$ cat config.mk
export PLATFORM = sky130hd
export DESIGN_NAME = exec_core
export DESIGN_NICKNAME = d
export VERILOG_FILES = /design/src/design/exec_core_pkg.sv /design/src/design/alu16.sv /design/src/design/ex_unit.sv /design/src/design/exec_core.sv /design/src/design/flag_branch_unit.sv /design/src/design/instr_decode.sv /design/src/design/result_stage.sv
export SDC_FILE = /design/constraint.sdc
export NUM_CORES = 1
export LEC_CHECK = 0
export BUFFER_PORTS_ARGS = -buffer_cell sky130_fd_sc_hd__buf_4
export CORE_MARGIN = 1.5
export CORE_UTILIZATION = 36
export DETAILED_ROUTE_END_ITERATION = 10
export PLACE_DENSITY_LB_ADDON = 0.12
export SYNTH_ARGS = -nofsm -noshare
export SYNTH_HDL_FRONTEND = slang
export SYNTH_SLANG_ARGS = --single-unit
$ cat constraint.sdc
create_clock -name clk -period 4.9 [get_ports clk]
set_clock_uncertainty 0.2 [all_clocks]
set_input_delay 0.98 -clock clk [delete_from_list [all_inputs] [get_ports clk]]
set_output_delay 0.98 -clock clk [all_outputs]
set_load 0.02 [all_outputs]
$ cat src/design/exec_core_pkg.sv
// Opcode and branch-condition enums, field widths and the stage records of the execute core
`default_nettype none

package exec_core_pkg;

    //////////////////////////////////////////////////
    // Widths and sizes
    //////////////////////////////////////////////////
    localparam int REG_W   = 16;            // Datapath width
    localparam int REG_CNT = 16;            // Register file entries

    // Opcodes in instr[15:12], anything else runs as NOP
    typedef enum logic [3:0] {
        OP_ADD  = 4'h0,
        OP_SUB  = 4'h1,
        OP_AND  = 4'h2,
        OP_NOR  = 4'h3,
        OP_SLL  = 4'h4,
        OP_SRL  = 4'h5,
        OP_SRA  = 4'h6,
        OP_ADDI = 4'h7,
        OP_LHB  = 4'h8,
        OP_LLB  = 4'h9,
        OP_BR   = 4'hA,
        OP_NOP  = 4'hF
    } opcode_e;

    // Branch condition in instr[11:9]
    typedef enum logic [2:0] {
        BC_NE = 3'd0,
        BC_EQ = 3'd1,
        BC_GT = 3'd2,
        BC_LT = 3'd3,
        BC_GE = 3'd4,
        BC_LE = 3'd5,
        BC_OV = 3'd6,
        BC_UN = 3'd7                        // Always taken
    } branch_cond_e;

    //////////////////////////////////////////////////
    // Stage records
    //////////////////////////////////////////////////
    typedef struct packed {
        logic [15:0] pc;
        logic [15:0] instr;
    } fetch_word_t;

    typedef struct packed {
        logic             valid;
        opcode_e          op;
        branch_cond_e     cond;
        logic [3:0]       dest;
        logic             wr_en;
        logic [REG_W-1:0] src_a;            // rs value
        logic [REG_W-1:0] src_b;            // rt value, or rd for load half
        logic [REG_W-1:0] imm;              // Sign extended, BR offset or 4-bit imm
        logic             use_imm;          // ALU operand b from imm
        logic [7:0]       half_imm;         // LHB/LLB byte
        logic [15:0]      pc;
    } dec_op_t;

    typedef struct packed {
        logic             valid;
        logic             wr_en;            // Only set together with valid
        logic [3:0]       dest;
        logic [REG_W-1:0] data;
    } ex_res_t;

    typedef struct packed {
        logic [3:0]       dest;
        logic [REG_W-1:0] data;
        logic             wr_en;
        logic [15:0]      pc;
    } retire_t;

    typedef struct packed {
        logic        taken;
        logic [15:0] target;
    } redirect_t;

    typedef struct packed {
        logic z;                            // Zero
        logic v;                            // Signed overflow
        logic n;                            // Negative
    } flags_t;

endpackage

`default_nettype wire

$ cat src/design/alu16.sv
// 16-bit ALU with add, subtract, and, nor, shifts and flag generation
`timescale 1ns/100ps
`default_nettype none

module alu16 (
    input  wire [15:0]                a,
    input  wire [15:0]                b,
    input  wire [3:0]                 shamt,
    input  wire exec_core_pkg::opcode_e op,
    output logic [15:0]               result,
    output exec_core_pkg::flags_t     flags
);
    import exec_core_pkg::*;

    logic ovf;                              // Signed overflow of add/sub

    always_comb begin
        result = '0;
        ovf    = 1'b0;
        case (op)
            OP_ADD, OP_ADDI: begin
                result = a + b;             // Wraps at 16 bits
                ovf    = (a[15] == b[15]) && (result[15] != a[15]);
            end
            OP_SUB: begin
                result = a - b;
                ovf    = (a[15] != b[15]) && (result[15] != a[15]);
            end
            OP_AND: result = a & b;
            OP_NOR: result = ~(a | b);
            OP_SLL: result = a << shamt;
            OP_SRL: result = a >> shamt;    // Zero fill
            OP_SRA: result = 16'($signed(a) >>> shamt);   // Sign fill
            default: result = '0;
        endcase
    end

    // v only from add/sub, cleared otherwise
    assign flags = '{z: (result == 16'd0), v: ovf, n: result[15]};

endmodule

`default_nettype wire

$ cat src/design/ex_unit.sv
// Execute stage: operand select, load half merge, flags, branch and the execute register
`timescale 1ns/100ps
`default_nettype none

module ex_unit (
    input  wire                         clk,
    input  wire                         rst,
    input  wire exec_core_pkg::dec_op_t dec_op,
    output exec_core_pkg::ex_res_t      ex_res,
    output logic                        redirect_valid,
    output exec_core_pkg::redirect_t    redirect
);
    import exec_core_pkg::*;

    logic [15:0] alu_b;
    logic [15:0] alu_out;
    logic [15:0] result;
    flags_t      alu_flags;
    logic        set_en;
    ex_res_t     nxt_res;

    //////////////////////////////////////////////////
    // ALU and operand select
    //////////////////////////////////////////////////
    assign alu_b = dec_op.use_imm ? dec_op.imm : dec_op.src_b;   // ADDI takes imm

    alu16 u_alu (
        .a      (dec_op.src_a),
        .b      (alu_b),
        .shamt  (dec_op.imm[3:0]),          // Shift amount sits in the low imm bits
        .op     (dec_op.op),
        .result (alu_out),
        .flags  (alu_flags)
    );

    // Load half replaces one byte of the old rd
    always_comb begin
        case (dec_op.op)
            OP_LHB:        result = {dec_op.half_imm, dec_op.src_b[7:0]};
            OP_LLB:        result = {dec_op.src_b[15:8], dec_op.half_imm};
            OP_BR, OP_NOP: result = '0;     // Nothing to write
            default:       result = alu_out;
        endcase
    end

    // Only real ALU ops touch the flags
    assign set_en = dec_op.valid &&
                    (dec_op.op inside {OP_ADD, OP_SUB, OP_AND, OP_NOR,
                                       OP_SLL, OP_SRL, OP_SRA, OP_ADDI});

    flag_branch_unit u_flag_branch (
        .clk            (clk),
        .rst            (rst),
        .set_en         (set_en),
        .new_flags      (alu_flags),
        .is_branch      (dec_op.valid && dec_op.op == OP_BR),
        .cond           (dec_op.cond),
        .pc             (dec_op.pc),
        .offset         (dec_op.imm),
        .redirect_valid (redirect_valid),
        .redirect       (redirect)
    );

    //////////////////////////////////////////////////
    // Execute pipeline register
    //////////////////////////////////////////////////
    always_comb begin
        nxt_res.valid = dec_op.valid;
        nxt_res.wr_en = dec_op.valid && dec_op.wr_en;   // Scoreboard reads this directly
        nxt_res.dest  = dec_op.dest;
        nxt_res.data  = result;
    end

    always_ff @(posedge clk) begin
        ex_res <= nxt_res;
        if (rst) begin
            ex_res.valid <= 1'b0;
            ex_res.wr_en <= 1'b0;
        end
    end

endmodule

`default_nettype wire

$ cat src/design/exec_core.sv
// Execute core top with the decode, execute and result stages
`timescale 1ns/100ps
`default_nettype none

module exec_core #(
    parameter int QUEUE_DEPTH = 4           // Credits the source starts with
) (
    input  wire                             clk,
    input  wire                             rst,
    input  wire                             in_valid,
    input  wire exec_core_pkg::fetch_word_t in_word,
    output logic                            credit_return,
    output logic                            retire_valid,
    output exec_core_pkg::retire_t          retire,
    output logic                            redirect_valid,
    output exec_core_pkg::redirect_t        redirect
);
    import exec_core_pkg::*;

    dec_op_t     dec_op;
    ex_res_t     ex_res;
    logic [3:0]  rd_addr_a;
    logic [3:0]  rd_addr_b;
    logic [15:0] rd_data_a;
    logic [15:0] rd_data_b;
    logic [3:0]  ex_dest;
    logic        ex_wr;

    // Execute register seen by the scoreboard
    assign ex_dest = ex_res.dest;
    assign ex_wr   = ex_res.wr_en;

    instr_decode #(
        .QUEUE_DEPTH (QUEUE_DEPTH)
    ) u_decode (
        .clk           (clk),
        .rst           (rst),
        .in_valid      (in_valid),
        .in_word       (in_word),
        .rd_data_a     (rd_data_a),
        .rd_data_b     (rd_data_b),
        .ex_dest       (ex_dest),
        .ex_wr         (ex_wr),
        .credit_return (credit_return),
        .rd_addr_a     (rd_addr_a),
        .rd_addr_b     (rd_addr_b),
        .dec_op        (dec_op)
    );

    ex_unit u_ex (
        .clk            (clk),
        .rst            (rst),
        .dec_op         (dec_op),
        .ex_res         (ex_res),
        .redirect_valid (redirect_valid),
        .redirect       (redirect)
    );

    result_stage u_result (
        .clk          (clk),
        .rst          (rst),
        .ex_res       (ex_res),
        .pc_in        (dec_op.pc),          // Delayed inside to match ex_res
        .rd_addr_a    (rd_addr_a),
        .rd_addr_b    (rd_addr_b),
        .rd_data_a    (rd_data_a),
        .rd_data_b    (rd_data_b),
        .retire_valid (retire_valid),
        .retire       (retire)
    );

endmodule

`default_nettype wire

$ cat src/design/flag_branch_unit.sv
// Flag register and branch condition check with the registered redirect record
`timescale 1ns/100ps
`default_nettype none

module flag_branch_unit (
    input  wire                              clk,
    input  wire                              rst,
    input  wire                              set_en,
    input  wire exec_core_pkg::flags_t       new_flags,
    input  wire                              is_branch,
    input  wire exec_core_pkg::branch_cond_e cond,
    input  wire [15:0]                       pc,
    input  wire [15:0]                       offset,
    output logic                             redirect_valid,
    output exec_core_pkg::redirect_t         redirect
);
    import exec_core_pkg::*;

    flags_t flags_q;                        // Flags of the last ALU op
    logic   taken;

    always_comb begin
        case (cond)
            BC_NE:   taken = !flags_q.z;
            BC_EQ:   taken = flags_q.z;
            BC_GT:   taken = !flags_q.z && !flags_q.n;
            BC_LT:   taken = flags_q.n;
            BC_GE:   taken = !flags_q.n;
            BC_LE:   taken = flags_q.z || flags_q.n;
            BC_OV:   taken = flags_q.v;
            default: taken = 1'b1;          // UN
        endcase
    end

    always_ff @(posedge clk) begin
        if (rst) begin
            flags_q        <= '0;
            redirect_valid <= 1'b0;
        end else begin
            if (set_en)
                flags_q <= new_flags;
            redirect_valid <= is_branch;
        end
    end

    // Target reported whether taken or not
    always_ff @(posedge clk) begin
        redirect.taken  <= taken;
        redirect.target <= pc + 16'd1 + offset;
    end

endmodule

`default_nettype wire

$ cat src/design/instr_decode.sv
// Decode stage: credit queue, field split, hazard stall and register reads
`timescale 1ns/100ps
`default_nettype none

module instr_decode #(
    parameter int QUEUE_DEPTH = 4
) (
    input  wire                         clk,
    input  wire                         rst,
    input  wire                         in_valid,
    input  wire exec_core_pkg::fetch_word_t in_word,
    input  wire [15:0]                  rd_data_a,
    input  wire [15:0]                  rd_data_b,
    input  wire [3:0]                   ex_dest,
    input  wire                         ex_wr,
    output logic                        credit_return,
    output logic [3:0]                  rd_addr_a,
    output logic [3:0]                  rd_addr_b,
    output exec_core_pkg::dec_op_t      dec_op
);
    import exec_core_pkg::*;

    localparam int PTR_W = (QUEUE_DEPTH > 1) ? $clog2(QUEUE_DEPTH) : 1;
    localparam int CNT_W = $clog2(QUEUE_DEPTH + 1);

    fetch_word_t      queue [QUEUE_DEPTH];  // Entries owed to the source's credits
    logic [PTR_W-1:0] wr_ptr;
    logic [PTR_W-1:0] rd_ptr;
    logic [CNT_W-1:0] count;
    fetch_word_t      head;
    opcode_e          op;
    logic [3:0]       rd;
    logic [3:0]       rs;
    logic [3:0]       rt;
    logic             need_a;
    logic             need_b;
    logic             wr_en;
    logic             hit_a;
    logic             hit_b;
    logic             pop;
    dec_op_t          nxt_op;

    function automatic logic [PTR_W-1:0] ptr_inc(input logic [PTR_W-1:0] ptr);
        return (ptr == PTR_W'(QUEUE_DEPTH - 1)) ? '0 : ptr + 1'b1;
    endfunction

    //////////////////////////////////////////////////
    // Field split of the head entry
    //////////////////////////////////////////////////
    assign head = queue[rd_ptr];
    assign rd   = head.instr[11:8];
    assign rs   = head.instr[7:4];
    assign rt   = head.instr[3:0];

    always_comb begin
        case (head.instr[15:12])
            OP_ADD, OP_SUB, OP_AND, OP_NOR, OP_SLL, OP_SRL, OP_SRA,
            OP_ADDI, OP_LHB, OP_LLB, OP_BR: op = opcode_e'(head.instr[15:12]);
            default:                        op = OP_NOP;      // Unknown code
        endcase
    end

    // Which read ports the op really uses
    always_comb begin
        need_a = 1'b0;
        need_b = 1'b0;
        wr_en  = 1'b1;
        case (op)
            OP_ADD, OP_SUB, OP_AND, OP_NOR: begin
                need_a = 1'b1;
                need_b = 1'b1;
            end
            OP_SLL, OP_SRL, OP_SRA, OP_ADDI: need_a = 1'b1;
            OP_LHB, OP_LLB: need_b = 1'b1;               // Old rd value
            default: wr_en = 1'b0;                       // BR, NOP
        endcase
    end

    assign rd_addr_a = rs;
    assign rd_addr_b = (op == OP_LHB || op == OP_LLB) ? rd : rt;

    //////////////////////////////////////////////////
    // Scoreboard against execute input and output
    //////////////////////////////////////////////////
    assign hit_a = need_a && rd_addr_a != 4'd0 &&
                   ((dec_op.valid && dec_op.wr_en && dec_op.dest == rd_addr_a) ||
                    (ex_wr && ex_dest == rd_addr_a));
    assign hit_b = need_b && rd_addr_b != 4'd0 &&
                   ((dec_op.valid && dec_op.wr_en && dec_op.dest == rd_addr_b) ||
                    (ex_wr && ex_dest == rd_addr_b));

    assign pop = (count != '0) && !hit_a && !hit_b;  // Else a bubble goes out

    always_comb begin
        nxt_op          = '0;
        nxt_op.valid    = pop;
        nxt_op.op       = op;
        nxt_op.cond     = branch_cond_e'(head.instr[11:9]);
        nxt_op.dest     = rd;
        nxt_op.wr_en    = wr_en;
        nxt_op.src_a    = rd_data_a;
        nxt_op.src_b    = rd_data_b;
        nxt_op.use_imm  = (op == OP_ADDI);
        nxt_op.half_imm = head.instr[7:0];
        nxt_op.pc       = head.pc;
        if (op == OP_BR)
            nxt_op.imm = {{7{head.instr[8]}}, head.instr[8:0]};   // 9-bit offset
        else
            nxt_op.imm = {{12{head.instr[3]}}, head.instr[3:0]};
    end

    // Queue storage, space guaranteed by credits
    always_ff @(posedge clk) begin
        if (in_valid)
            queue[wr_ptr] <= in_word;
    end

    always_ff @(posedge clk) begin
        if (rst) begin
            wr_ptr        <= '0;
            rd_ptr        <= '0;
            count         <= '0;
            credit_return <= 1'b0;
        end else begin
            if (in_valid)
                wr_ptr <= ptr_inc(wr_ptr);
            if (pop)
                rd_ptr <= ptr_inc(rd_ptr);
            case ({in_valid, pop})
                2'b10:   count <= count + 1'b1;
                2'b01:   count <= count - 1'b1;
                default: count <= count;
            endcase
            credit_return <= pop;                // One credit per freed slot
        end
    end

    always_ff @(posedge clk) begin
        dec_op <= nxt_op;
        if (rst)
            dec_op.valid <= 1'b0;
    end

endmodule

`default_nettype wire

$ cat src/design/result_stage.sv
// Result stage: register file, writeback and the retire record
`timescale 1ns/100ps
`default_nettype none

module result_stage (
    input  wire                         clk,
    input  wire                         rst,
    input  wire exec_core_pkg::ex_res_t ex_res,
    input  wire [15:0]                  pc_in,
    input  wire [3:0]                   rd_addr_a,
    input  wire [3:0]                   rd_addr_b,
    output logic [15:0]                 rd_data_a,
    output logic [15:0]                 rd_data_b,
    output logic                        retire_valid,
    output exec_core_pkg::retire_t      retire
);
    import exec_core_pkg::*;

    logic [REG_W-1:0] regs [REG_CNT];
    logic [15:0]      pc_q;                 // pc of the op now in ex_res

    //////////////////////////////////////////////////
    // Register file
    //////////////////////////////////////////////////
    always_ff @(posedge clk) begin
        if (rst) begin
            for (int i = 0; i < REG_CNT; i++)
                regs[i] <= '0;
        end else if (ex_res.valid && ex_res.wr_en && ex_res.dest != 4'd0) begin
            regs[ex_res.dest] <= ex_res.data;   // r0 stays zero
        end
    end

    // Async reads, decode stalls instead of bypass
    assign rd_data_a = regs[rd_addr_a];
    assign rd_data_b = regs[rd_addr_b];

    //////////////////////////////////////////////////
    // Retire record
    //////////////////////////////////////////////////
    always_ff @(posedge clk) begin
        if (rst)
            retire_valid <= 1'b0;
        else
            retire_valid <= ex_res.valid;
    end

    // pc_in trails ex_res by one stage, realign here
    always_ff @(posedge clk) begin
        pc_q         <= pc_in;
        retire.dest  <= ex_res.dest;
        retire.data  <= ex_res.data;
        retire.wr_en <= ex_res.wr_en;
        retire.pc    <= pc_q;
    end

endmodule

`default_nettype wire

# Word level (Yosys, flattened, before mapping)
# Memory sizes are Yosys's and may differ from the RTL's. A register that Yosys moved wholly into a read port is not among the register bits.
# Cells that the tools add are included.
[op_classes] n_addsub=8 eq_ne=49 shifts=3 muxes=26 bitwise=3 reduce_logical=44
[ops] operator="$pmux 16 s7" n=1
[ops] operator="$eq 4x3->1 const B" n=12
[ops] operator="$mux 16" n=3
[ops] operator="$pmux 16 s3" n=1
[ops] operator="$eq 4x4->1 const B" n=10
[ops] operator="$add 16x16->16" n=2
[ops] operator="$eq 4x2->1 const B" n=6
[ops] operator="$logic_and 1x1->1" n=18
[ops] operator="$add 16x1->16 const B" n=1
[ops] operator="$and 16x16->16" n=1
[ops] operator="$eq 4x4->1" n=4
[ops] operator="$logic_not 16->1" n=1
[ops] operator="$not 16->16" n=1
[ops] operator="$or 16x16->16" n=1
[ops] operator="$reduce_or 16->1" n=1
[ops] operator="$shl 16x4->16" n=1
[ops] operator="$shr 16x4->16" n=1
[ops] operator="$sshr 16x4->16" n=1
[ops] operator="$sub 16x16->16" n=1
[ops] operator="$eq 4x1->1 const B" n=3
[ops] operator="$logic_not 4->1" n=3
[ops] operator="$mux 4" n=3
[ops] operator="$reduce_bool 4->1" n=3
[ops] operator="$mux 1" n=11
[ops] operator="other kinds (25)" n=43
[word_totals] register_bits=158 ramBits=384 inputBits=35 output_inout_bits=57 memories=2
[memory_table] memory="u_result.regs" depth=16 width=16 read_ports=2 rd_ports_with_merged_regs=2 wr=16 line_no="result_stage.sv:19" text="logic [REG_W-1:0] regs [REG_CNT];"
[memory_table] memory="u_decode.queue" depth=4 width=32 read_ports=1 rd_ports_with_merged_regs=1 wr=1 line_no="instr_decode.sv:26" text="fetch_word_t queue [QUEUE_DEPTH];"

# Longest topological paths before layout
# Gate-level depths: netlist (run 1).
[depth] depth_word=14 ltp_mapped=18

# Cells and area by module
# Synthesis (run 1) repeated with hierarchy kept, for this count alone.
[hier_totals] cells_unflattened=2086 area_unflattened_um2=27610.2
[modules_own_cells] module="result_stage" instances=1 cells_per_inst=956 area_per_inst_um2=14222.4
[modules_own_cells] module="instr_decode" instances=1 cells_per_inst=381 area_per_inst_um2=7145.6
[modules_own_cells] module="alu16" instances=1 cells_per_inst=537 area_per_inst_um2=3926.3
[modules_own_cells] module="flag_branch_unit" instances=1 cells_per_inst=126 area_per_inst_um2=1201.2
[modules_own_cells] module="ex_unit" instances=1 cells_per_inst=86 area_per_inst_um2=1114.8

# Worst setup path before layout (run 1)
# Ideal clock, no wire load.
[synth_timing] path_type="reg2reg" start="register, netlist name u_decode.dec_op[25]" end="register u_ex.u_flag_branch.flags_q[2] in the netlist's numbering" setup_time_ns=0.101 t_arrival_ns=3.770 path_slack_ns=0.829 path_stages_with_launch=18 path_buffers=4 path_cell_list="dfxtp_1 buf_2 buf_2 buf_2 buf_4 mux2i_1 inv_1 ha_1 fa_1 or2_2 a221oi_1 o311a_1 o21ai_0 a2111oi_0 a31oi_1 a41o_1 nand4bb_1 o41ai_1"
[synth_via] elab_chain_len=5 elab_cells_between_ends=11 cone_classes="2 x add/sub; 3 x shift; 2 x mux; 3 x bitwise; 1 x reduce/logical"
[synth_lines] item="parallel branches: the longest is 3 deep, another holds $sub 16x16->16"
[synth_lines] item="$pmux 16 s7 (*)" line_no="alu16.sv:20" text="case (op)"
[synth_lines] item="$logic_not 16->1 (*)" line_no="alu16.sv:39" text="assign flags = '{z: (result == 16'd0), v: ovf, n: result[15]};"
[synth_lines] item="to (signal assigned)" line_no="flag_branch_unit.sv:41" text="flags_q <= new_flags;"
[synth_lines] item="to (decl)" line_no="flag_branch_unit.sv:19" text="flags_t flags_q;"
# Mark *: on every way between the ends.
# A chain may end at the register's enable or synchronous reset.

==> flow_summary.ini, run 1 <==
[worst_setup_path]
critPathLaunchType = register
cp_data_required_time_ns = 5.25
crit_fanout = 7
worstSetupPathType = register to register
reg2regPathDepth = 13
regToRegSetupSlack_ns = 0.50
end_kind = register
crit_arrival_ns = 4.75
timing.rr.end = u_decode.count[2]$_SDFFE_PP0P_

[layout]
postLayoutCoreUtil_pct = 41.6
multi_input_area_mm2 = 0.0117
syn_to_final_growth_pct = 14.6
seqCellArea_mm2 = 0.0151
drive_gt1_share_pct = 19.5
fin_area_mm2 = 0.0315
final_cells = 3223
n_fill_cell = 7038
antenna_cells = 0
nets = 2300
final_cell_mix = 384 x edfxtp_1, 281 x and2_1, 175 x dfxtp_1
final_common_cell = edfxtp_1

[placement]
dp_hpwl_um = 55300
place.gp.congestion = 0.894
dpl_cell_area_mm2 = 0.0294
place_inst = 3108
io_buffers = 91

[yosys]
synth_cells = 2119
synth_edf_count = 384
ys_seq_area_share_pct = 54.8
synthMuxAreaShare_pct = 15.9
synth_ff_type = edfxtp_1
syn_area_mm2 = 0.0275
synth_compound_area_share_pct = 8.39
yosys_warnings = 0
synth_top_family_by_area = multiplexers
avgSynthCellArea_um2 = 13.0
synthArstFlopShare_pct = 0
ys_seq_elements = 562
synth_simple_gate_area_share_pct = 12.8
synth-adder-area-share_pct = 3.42
ys_types = 82
synth_xor_area_share_pct = 1.30

[cts]
path_clk_slew_ns = 0.08
cts-buffers-inserted = 61
cts_num_sinks = 562
clock-root-buffer = clkbuf_16
insertion_delay_ns = 0.66
cts_resized = 0
ctsLongestPathBuffers = 3
htree_levels = 2
cts_hold_buf = 0
cts_setup_buffers = 0
cts_tree = done

[pwr]
powerDensity_mw_per_mm2 = 692
peakVddDrop_uv = 413
p_leak_nw = 11.7

[timing]
tns_ns = 0
final_hold_viol_count = 0
relSlewSlack_pct = 15.1
slew_viol_final = 0
max_freq_ghz = 0.227
rsz0062_at_grt = no
worst_slew_pin_slew_ns = 1.27
fin_crit_sh_pct = 89.7
setup_violations = 0
timing.hold.ws_ns = 0.113
fin_crit_ns = 4.40

[drt]
postRouteAntennaNets = 0
vias = 18000
drtPass1Iterations = 5
routed_wl_um = 83600
drt_iter0_markers = 1705
post-route-drc-count = 0
routedWlPerCell_um = 25.9
viasPerCell = 5.59

[global_route]
antenna_found_initial = 3
grt_pass1_wl_um = 122000
grt_pass1_vias = 18100
grt_overflow = 0
grt_max_degree = 99
grtUsageTotal_pct = 21.2

[hold_path]
hp-start = u_result.pc_q[7]$_DFF_P_
hold_path_end = u_result.retire[7]$_DFF_P_
worstHoldPathCells = 0
worst_hold_path_type = register to register

[floorplanning]
core-area_mm2 = 0.0758
initial_core_util_pct = 36.3
die_x_um = 280
rows = 101
dieHeight_um = 280
die-area_mm2 = 0.0781
io_pins = 92

[job]
drv_cap = 0

[status]
outcome = completed
-- registers in the layout (all words and copies together) (netlist names), 3 cells and up, named ones only --
signal	cells
u_result.regs	256
u_decode.queue	128
u_decode.dec_op	71
u_result.retire	37
u_ex.ex_res	22
u_ex.u_flag_branch.redirect	17
u_result.pc_q	16
u_decode.count	3
u_ex.u_flag_branch.flags_q	3
-- per-layer routing --
metal | vias up | routed length [um] | GRT usage, %
met2 | 554 | 40100 | 35.2
li1 | 8094 | - | -
met1 | 9262 | 37400 | 29.4
met4 | 4 | 1970 | 5.59
met5 | - | 23 | 0
met3 | 113 | 4220 | 2.64
-- area by class of cell --
class                           count  area share [%]
Clock inverter                     29            1.15
Clock buffer                       86            5.74
Multi-Input combinational cell   1356            37.0
Inverter                           66           0.786
Sequential cell                   562            47.9
Tap cell                          978            3.88
Timing Repair Buffer              146            3.59
-- power breakdown --
| group | internal (mW) | switching [mW] | total, mW |
|---|---|---|---|
| sequential | 5.93 | 1.10 | 7.03 |
| combinational | 4.06 | 5.85 | 9.91 |
| clock | 2.91 | 1.97 | 4.88 |
| total | 12.9 | 8.92 | 21.8 |
-- worst max path at each step --
stage | endpoint | from | cells past startpoint | slack (ns)
floorplan | u_ex.u_flag_branch.flags_q[2]$_SDFFE_PP0P_ | u_decode.dec_op[25]$_DFF_P_ | 17 | 0.83
global placement | u_decode.count[2]$_SDFFE_PP0P_ | register | 14 | 0.50
detailed placement | u_decode.count[2]$_SDFFE_PP0P_ | register | 14 | 0.45
CTS | u_ex.u_flag_branch.flags_q[2]$_SDFFE_PP0P_ | u_decode.dec_op[39]$_DFF_P_ | 13 | 0.43
global route | u_ex.u_flag_branch.flags_q[2]$_SDFFE_PP0P_ | u_decode.dec_op[39]$_DFF_P_ | 13 | 0.09
finish | u_decode.count[2]$_SDFFE_PP0P_ | register | 13 | 0.50
-- worst max-delay path: stages, from the launching register on --
cell and delay (ns):
dfxtp_2 0.40, mux4_2 0.61, nor3b_4 0.59, mux2i_4 0.43, xor2_1 0.13, nand3_1 0.12, o22ai_1 0.12, a211oi_2 0.41
ha_1 0.25, inv_1 0.06, fa_1 0.38, xor2_1 0.15, or3_1 0.31, a21oi_1 0.15
-- cell families after synthesis --
family,count (synthesis)
simple gates,652
flops,562
compound gates,324
mux,250
buf+inv,216
fa+ha+maj,73
xor+xnor,41
other cells,1
-- Yosys cell counts, types with 5 or more instances --
cell type	count	area, um2
edfxtp_1	384	11500
and2_1	281	1760
dfxtp_1	178	3560
mux4_2	149	3360
nand2_1	128	480
clkbuf_1	107	402
mux2i_1	94	941
nor2_1	78	293
ha_1	68	851
inv_1	65	244
a21oi_1	63	315
a211oi_1	57	428
nor3_1	47	235
o21ai_0	33	165
a31oi_1	24	150
buf_2	23	115
nand3_1	22	110
xnor2_1	21	184
xor2_1	20	175
or2_2	19	119
a221o_1	17	170
a311oi_1	17	149
or3_1	16	100
nor2b_1	14	87.6
a22oi_1	12	90.1
nand2b_1	12	75.1
buf_1	11	41.3
o211ai_1	11	82.6
o22ai_1	10	62.6
o21bai_1	8	60.1
nor4_1	7	43.8
o31ai_1	7	52.6
a211o_1	6	52.6
a221oi_1	6	52.6
mux2_2	6	67.6
a21o_1	5	37.5
and3_1	5	31.3
nand4_1	5	31.3
-- stage by stage --
stage	power, mW	setup slack, ns
floorplan	13.5	0.829
global placement	16.9	0.499
finish	21.8	0.503
global route	22.9	0.0861
detailed placement	17.0	0.450
CTS	21.9	0.427
No activity file was read; power rests on OpenSTA's default activity.
==> run 2: changes to the inputs <==
--- a/config.mk
+++ b/config.mk
@@ -6,7 +6,7 @@
 export NUM_CORES = 1
 export LEC_CHECK = 0
 export BUFFER_PORTS_ARGS = -buffer_cell sky130_fd_sc_hd__buf_4
-export CORE_MARGIN = 1.5
+export CORE_MARGIN = 2
 export CORE_UTILIZATION = 36
 export DETAILED_ROUTE_END_ITERATION = 10
 export PLACE_DENSITY_LB_ADDON = 0.12
==> constraint.sdc (replaced) <==
create_clock -name clk -period 4.9 [get_ports clk]
set_clock_uncertainty 0.2 [all_clocks]
set_input_delay 0.98 -clock clk [delete_from_list [all_inputs] [get_ports clk]]
set_output_delay 0.98 -clock clk [all_outputs]
set_load 0.005 [all_outputs]
==> run 2 against run 1 <==
Effect of this change:
- sequential share of layout area is 0.087 points lower
- critical path depth stayed put
- power decreased by 0.55%
- critical endpoint is now u_ex.u_flag_branch.flags_q[2]$_SDFFE_PP0P_
- largest cell class unchanged
==> flow_summary.ini, run 2 (synthesized netlist as in run 1, its figures left out) <==
[hold_path]
worstHoldPathCells = 0
hp-start = u_result.pc_q[9]$_DFF_P_
hold_path_end = u_result.retire[9]$_DFF_P_
worst_hold_path_type = register to register

[timing]
timing.hold.ws_ns = 0.122
relSlewSlack_pct = 37.2
worst_slew_pin_slew_ns = 0.943
rsz0062_at_grt = no
setup_violations = 0
final_hold_viol_count = 0
max_freq_ghz = 0.232
tns_ns = 0
slew_viol_final = 0
worst_slack_ns = 0.595
fin_crit_sh_pct = 87.9
fin_crit_ns = 4.31

[worst_setup_path]
crit_arrival_ns = 4.62
slowest_delay_ns = 0.59
cp_data_required_time_ns = 5.21
regToRegSetupSlack_ns = 0.59
critPathLaunchType = register
reg2regPathDepth = 13
end_kind = register
cpMaxStageDelayCell = dfxtp_1
r2r-start = u_decode.dec_op[39]$_DFF_P_
crit_fanout = 10
cp_cell_sequence = and2_1 -> a21oi_1 -> ha_1 -> nor3_1 -> nor4b_1 -> o21ai_0 -> a31oi_1 -> a2111oi_0 -> buf_4 -> a32oi_1 -> a22o_1 -> nor2_1 -> o41ai_1
worstSetupPathType = register to register
path_delay_family = compound AO/OA/AOI/OAI gates
timing.rr.end = u_ex.u_flag_branch.flags_q[2]$_SDFFE_PP0P_
critical_path_buf_inv_count = 1

[cts]
path_clk_slew_ns = 0.06
cts_setup_buffers = 0
ctsLongestPathBuffers = 3
cts_resized = 0
cts-buffers-inserted = 67
cts_hold_buf = 0
cts_tree = done
htree_levels = 3
insertion_delay_ns = 0.63
clock-root-buffer = clkbuf_16
cts_num_sinks = 562

[floorplanning]
dieHeight_um = 281
die-area_mm2 = 0.0787
initial_core_util_pct = 36.3
io_pins = 92
die_x_um = 281
core-area_mm2 = 0.0758
rows = 101

[drt]
viasPerCell = 5.61
drtPass1Iterations = 5
post-route-drc-count = 0
postRouteAntennaNets = 0
drt_iter0_markers = 1677
vias = 18100
routedWlPerCell_um = 26.5
routed_wl_um = 85400

[pwr]
p_leak_nw = 11.7
powerDensity_mw_per_mm2 = 687
peakVddDrop_uv = 511
report.power.total_mw = 21.7

[global_route]
grt_pass1_vias = 18500
grtUsageTotal_pct = 21.9
grt_max_degree = 125
grt_overflow = 0
antenna_found_initial = 2
grt_pass1_wl_um = 126000

[placement]
io_buffers = 91
place_ws_ns = 0.644
dp_hpwl_um = 56400
place.gp.congestion = 0.906

[layout]
multi_input_area_mm2 = 0.0117
drive_gt1_share_pct = 19.5
seqCellArea_mm2 = 0.0151
largestRegisters = u_result.regs: 256 flops, u_decode.queue: 128 flops, u_decode.dec_op: 71 flops
largest-register = u_result.regs
largest_register_ffs = 256
n_fill_cell = 7076
final_cell_mix = 384 x edfxtp_1, 281 x and2_1, 175 x dfxtp_1
final_common_cell = edfxtp_1
postLayoutCoreUtil_pct = 41.7
nets = 2305
syn_to_final_growth_pct = 14.8

[job]
drv_cap = 0

[status]
outcome = completed
==> run 2: worst max path at each step <==
stage | from | endpoint | slack [ns] | cells past startpoint
2_1_floorplan | u_decode.dec_op[25]$_DFF_P_ | u_ex.u_flag_branch.flags_q[2]$_SDFFE_PP0P_ | 0.83 | 17
3_3_place_gp | u_decode.dec_op[39]$_DFF_P_ | u_ex.u_flag_branch.flags_q[2]$_SDFFE_PP0P_ | 0.73 | 12
3_5_place_dp | u_decode.dec_op[39]$_DFF_P_ | u_ex.u_flag_branch.flags_q[2]$_SDFFE_PP0P_ | 0.64 | 12
4_1_cts | u_decode.dec_op[39]$_DFF_P_ | u_ex.u_flag_branch.flags_q[2]$_SDFFE_PP0P_ | 0.62 | 12
5_1_grt | u_decode.dec_op[39]$_DFF_P_ | u_ex.u_flag_branch.flags_q[2]$_SDFFE_PP0P_ | 0.23 | 13
6_report | u_decode.dec_op[39]$_DFF_P_ | u_ex.u_flag_branch.flags_q[2]$_SDFFE_PP0P_ | 0.59 | 13
==> run 2: through the flow <==
step | std cells | cell area [um2]
final | 3227 | 31600
after detailed placement | 3107 | 29300
after global placement | 3107 | 29300
after CTS | 3225 | 31600
after floorplan | 2134 | 27600
after global routing | 3225 | 31600
==> run 2: area by class of cell <==
cell class                      count  area share, %
Inverter                           66          0.784
Tap cell                          978           3.87
Timing Repair Buffer              145           3.52
Antenna cell                        2         0.0158
Multi-Input combinational cell   1356           36.9
Clock buffer                       92           5.89
Sequential cell                   562           47.8
Clock inverter                     26           1.21
==> run 2: per-layer routing <==
| metal | share of wire, % | GRT usage [%] | vias up |
|---|---|---|---|
| met5 | 0 | 0 | - |
| met4 | 2.6 | 6.47 | 0 |
| met3 | 4.6 | 2.93 | 132 |
| met2 | 47 | 35.7 | 515 |
| met1 | 46 | 30.3 | 9340 |
| li1 | - | - | 8112 |
==> run 2: worst register-to-register path: stages (launching register included) <==
cell and delay [ns]:
dfxtp_1 0.59, and2_1 0.49, a21oi_1 0.16, ha_1 0.45, nor3_1 0.40, nor4b_1 0.26
o21ai_0 0.24, a31oi_1 0.29, a2111oi_0 0.16, buf_4 0.17, a32oi_1 0.16, a22o_1 0.23
nor2_1 0.09, o41ai_1 0.31
==> run 2: where the power goes <==
part	total, mW	internal (mW)	switching, mW
logic	9.68	4.03	5.65
registers	7.04	5.93	1.11
clock network	4.98	2.88	2.09
total	21.7	12.8	8.85
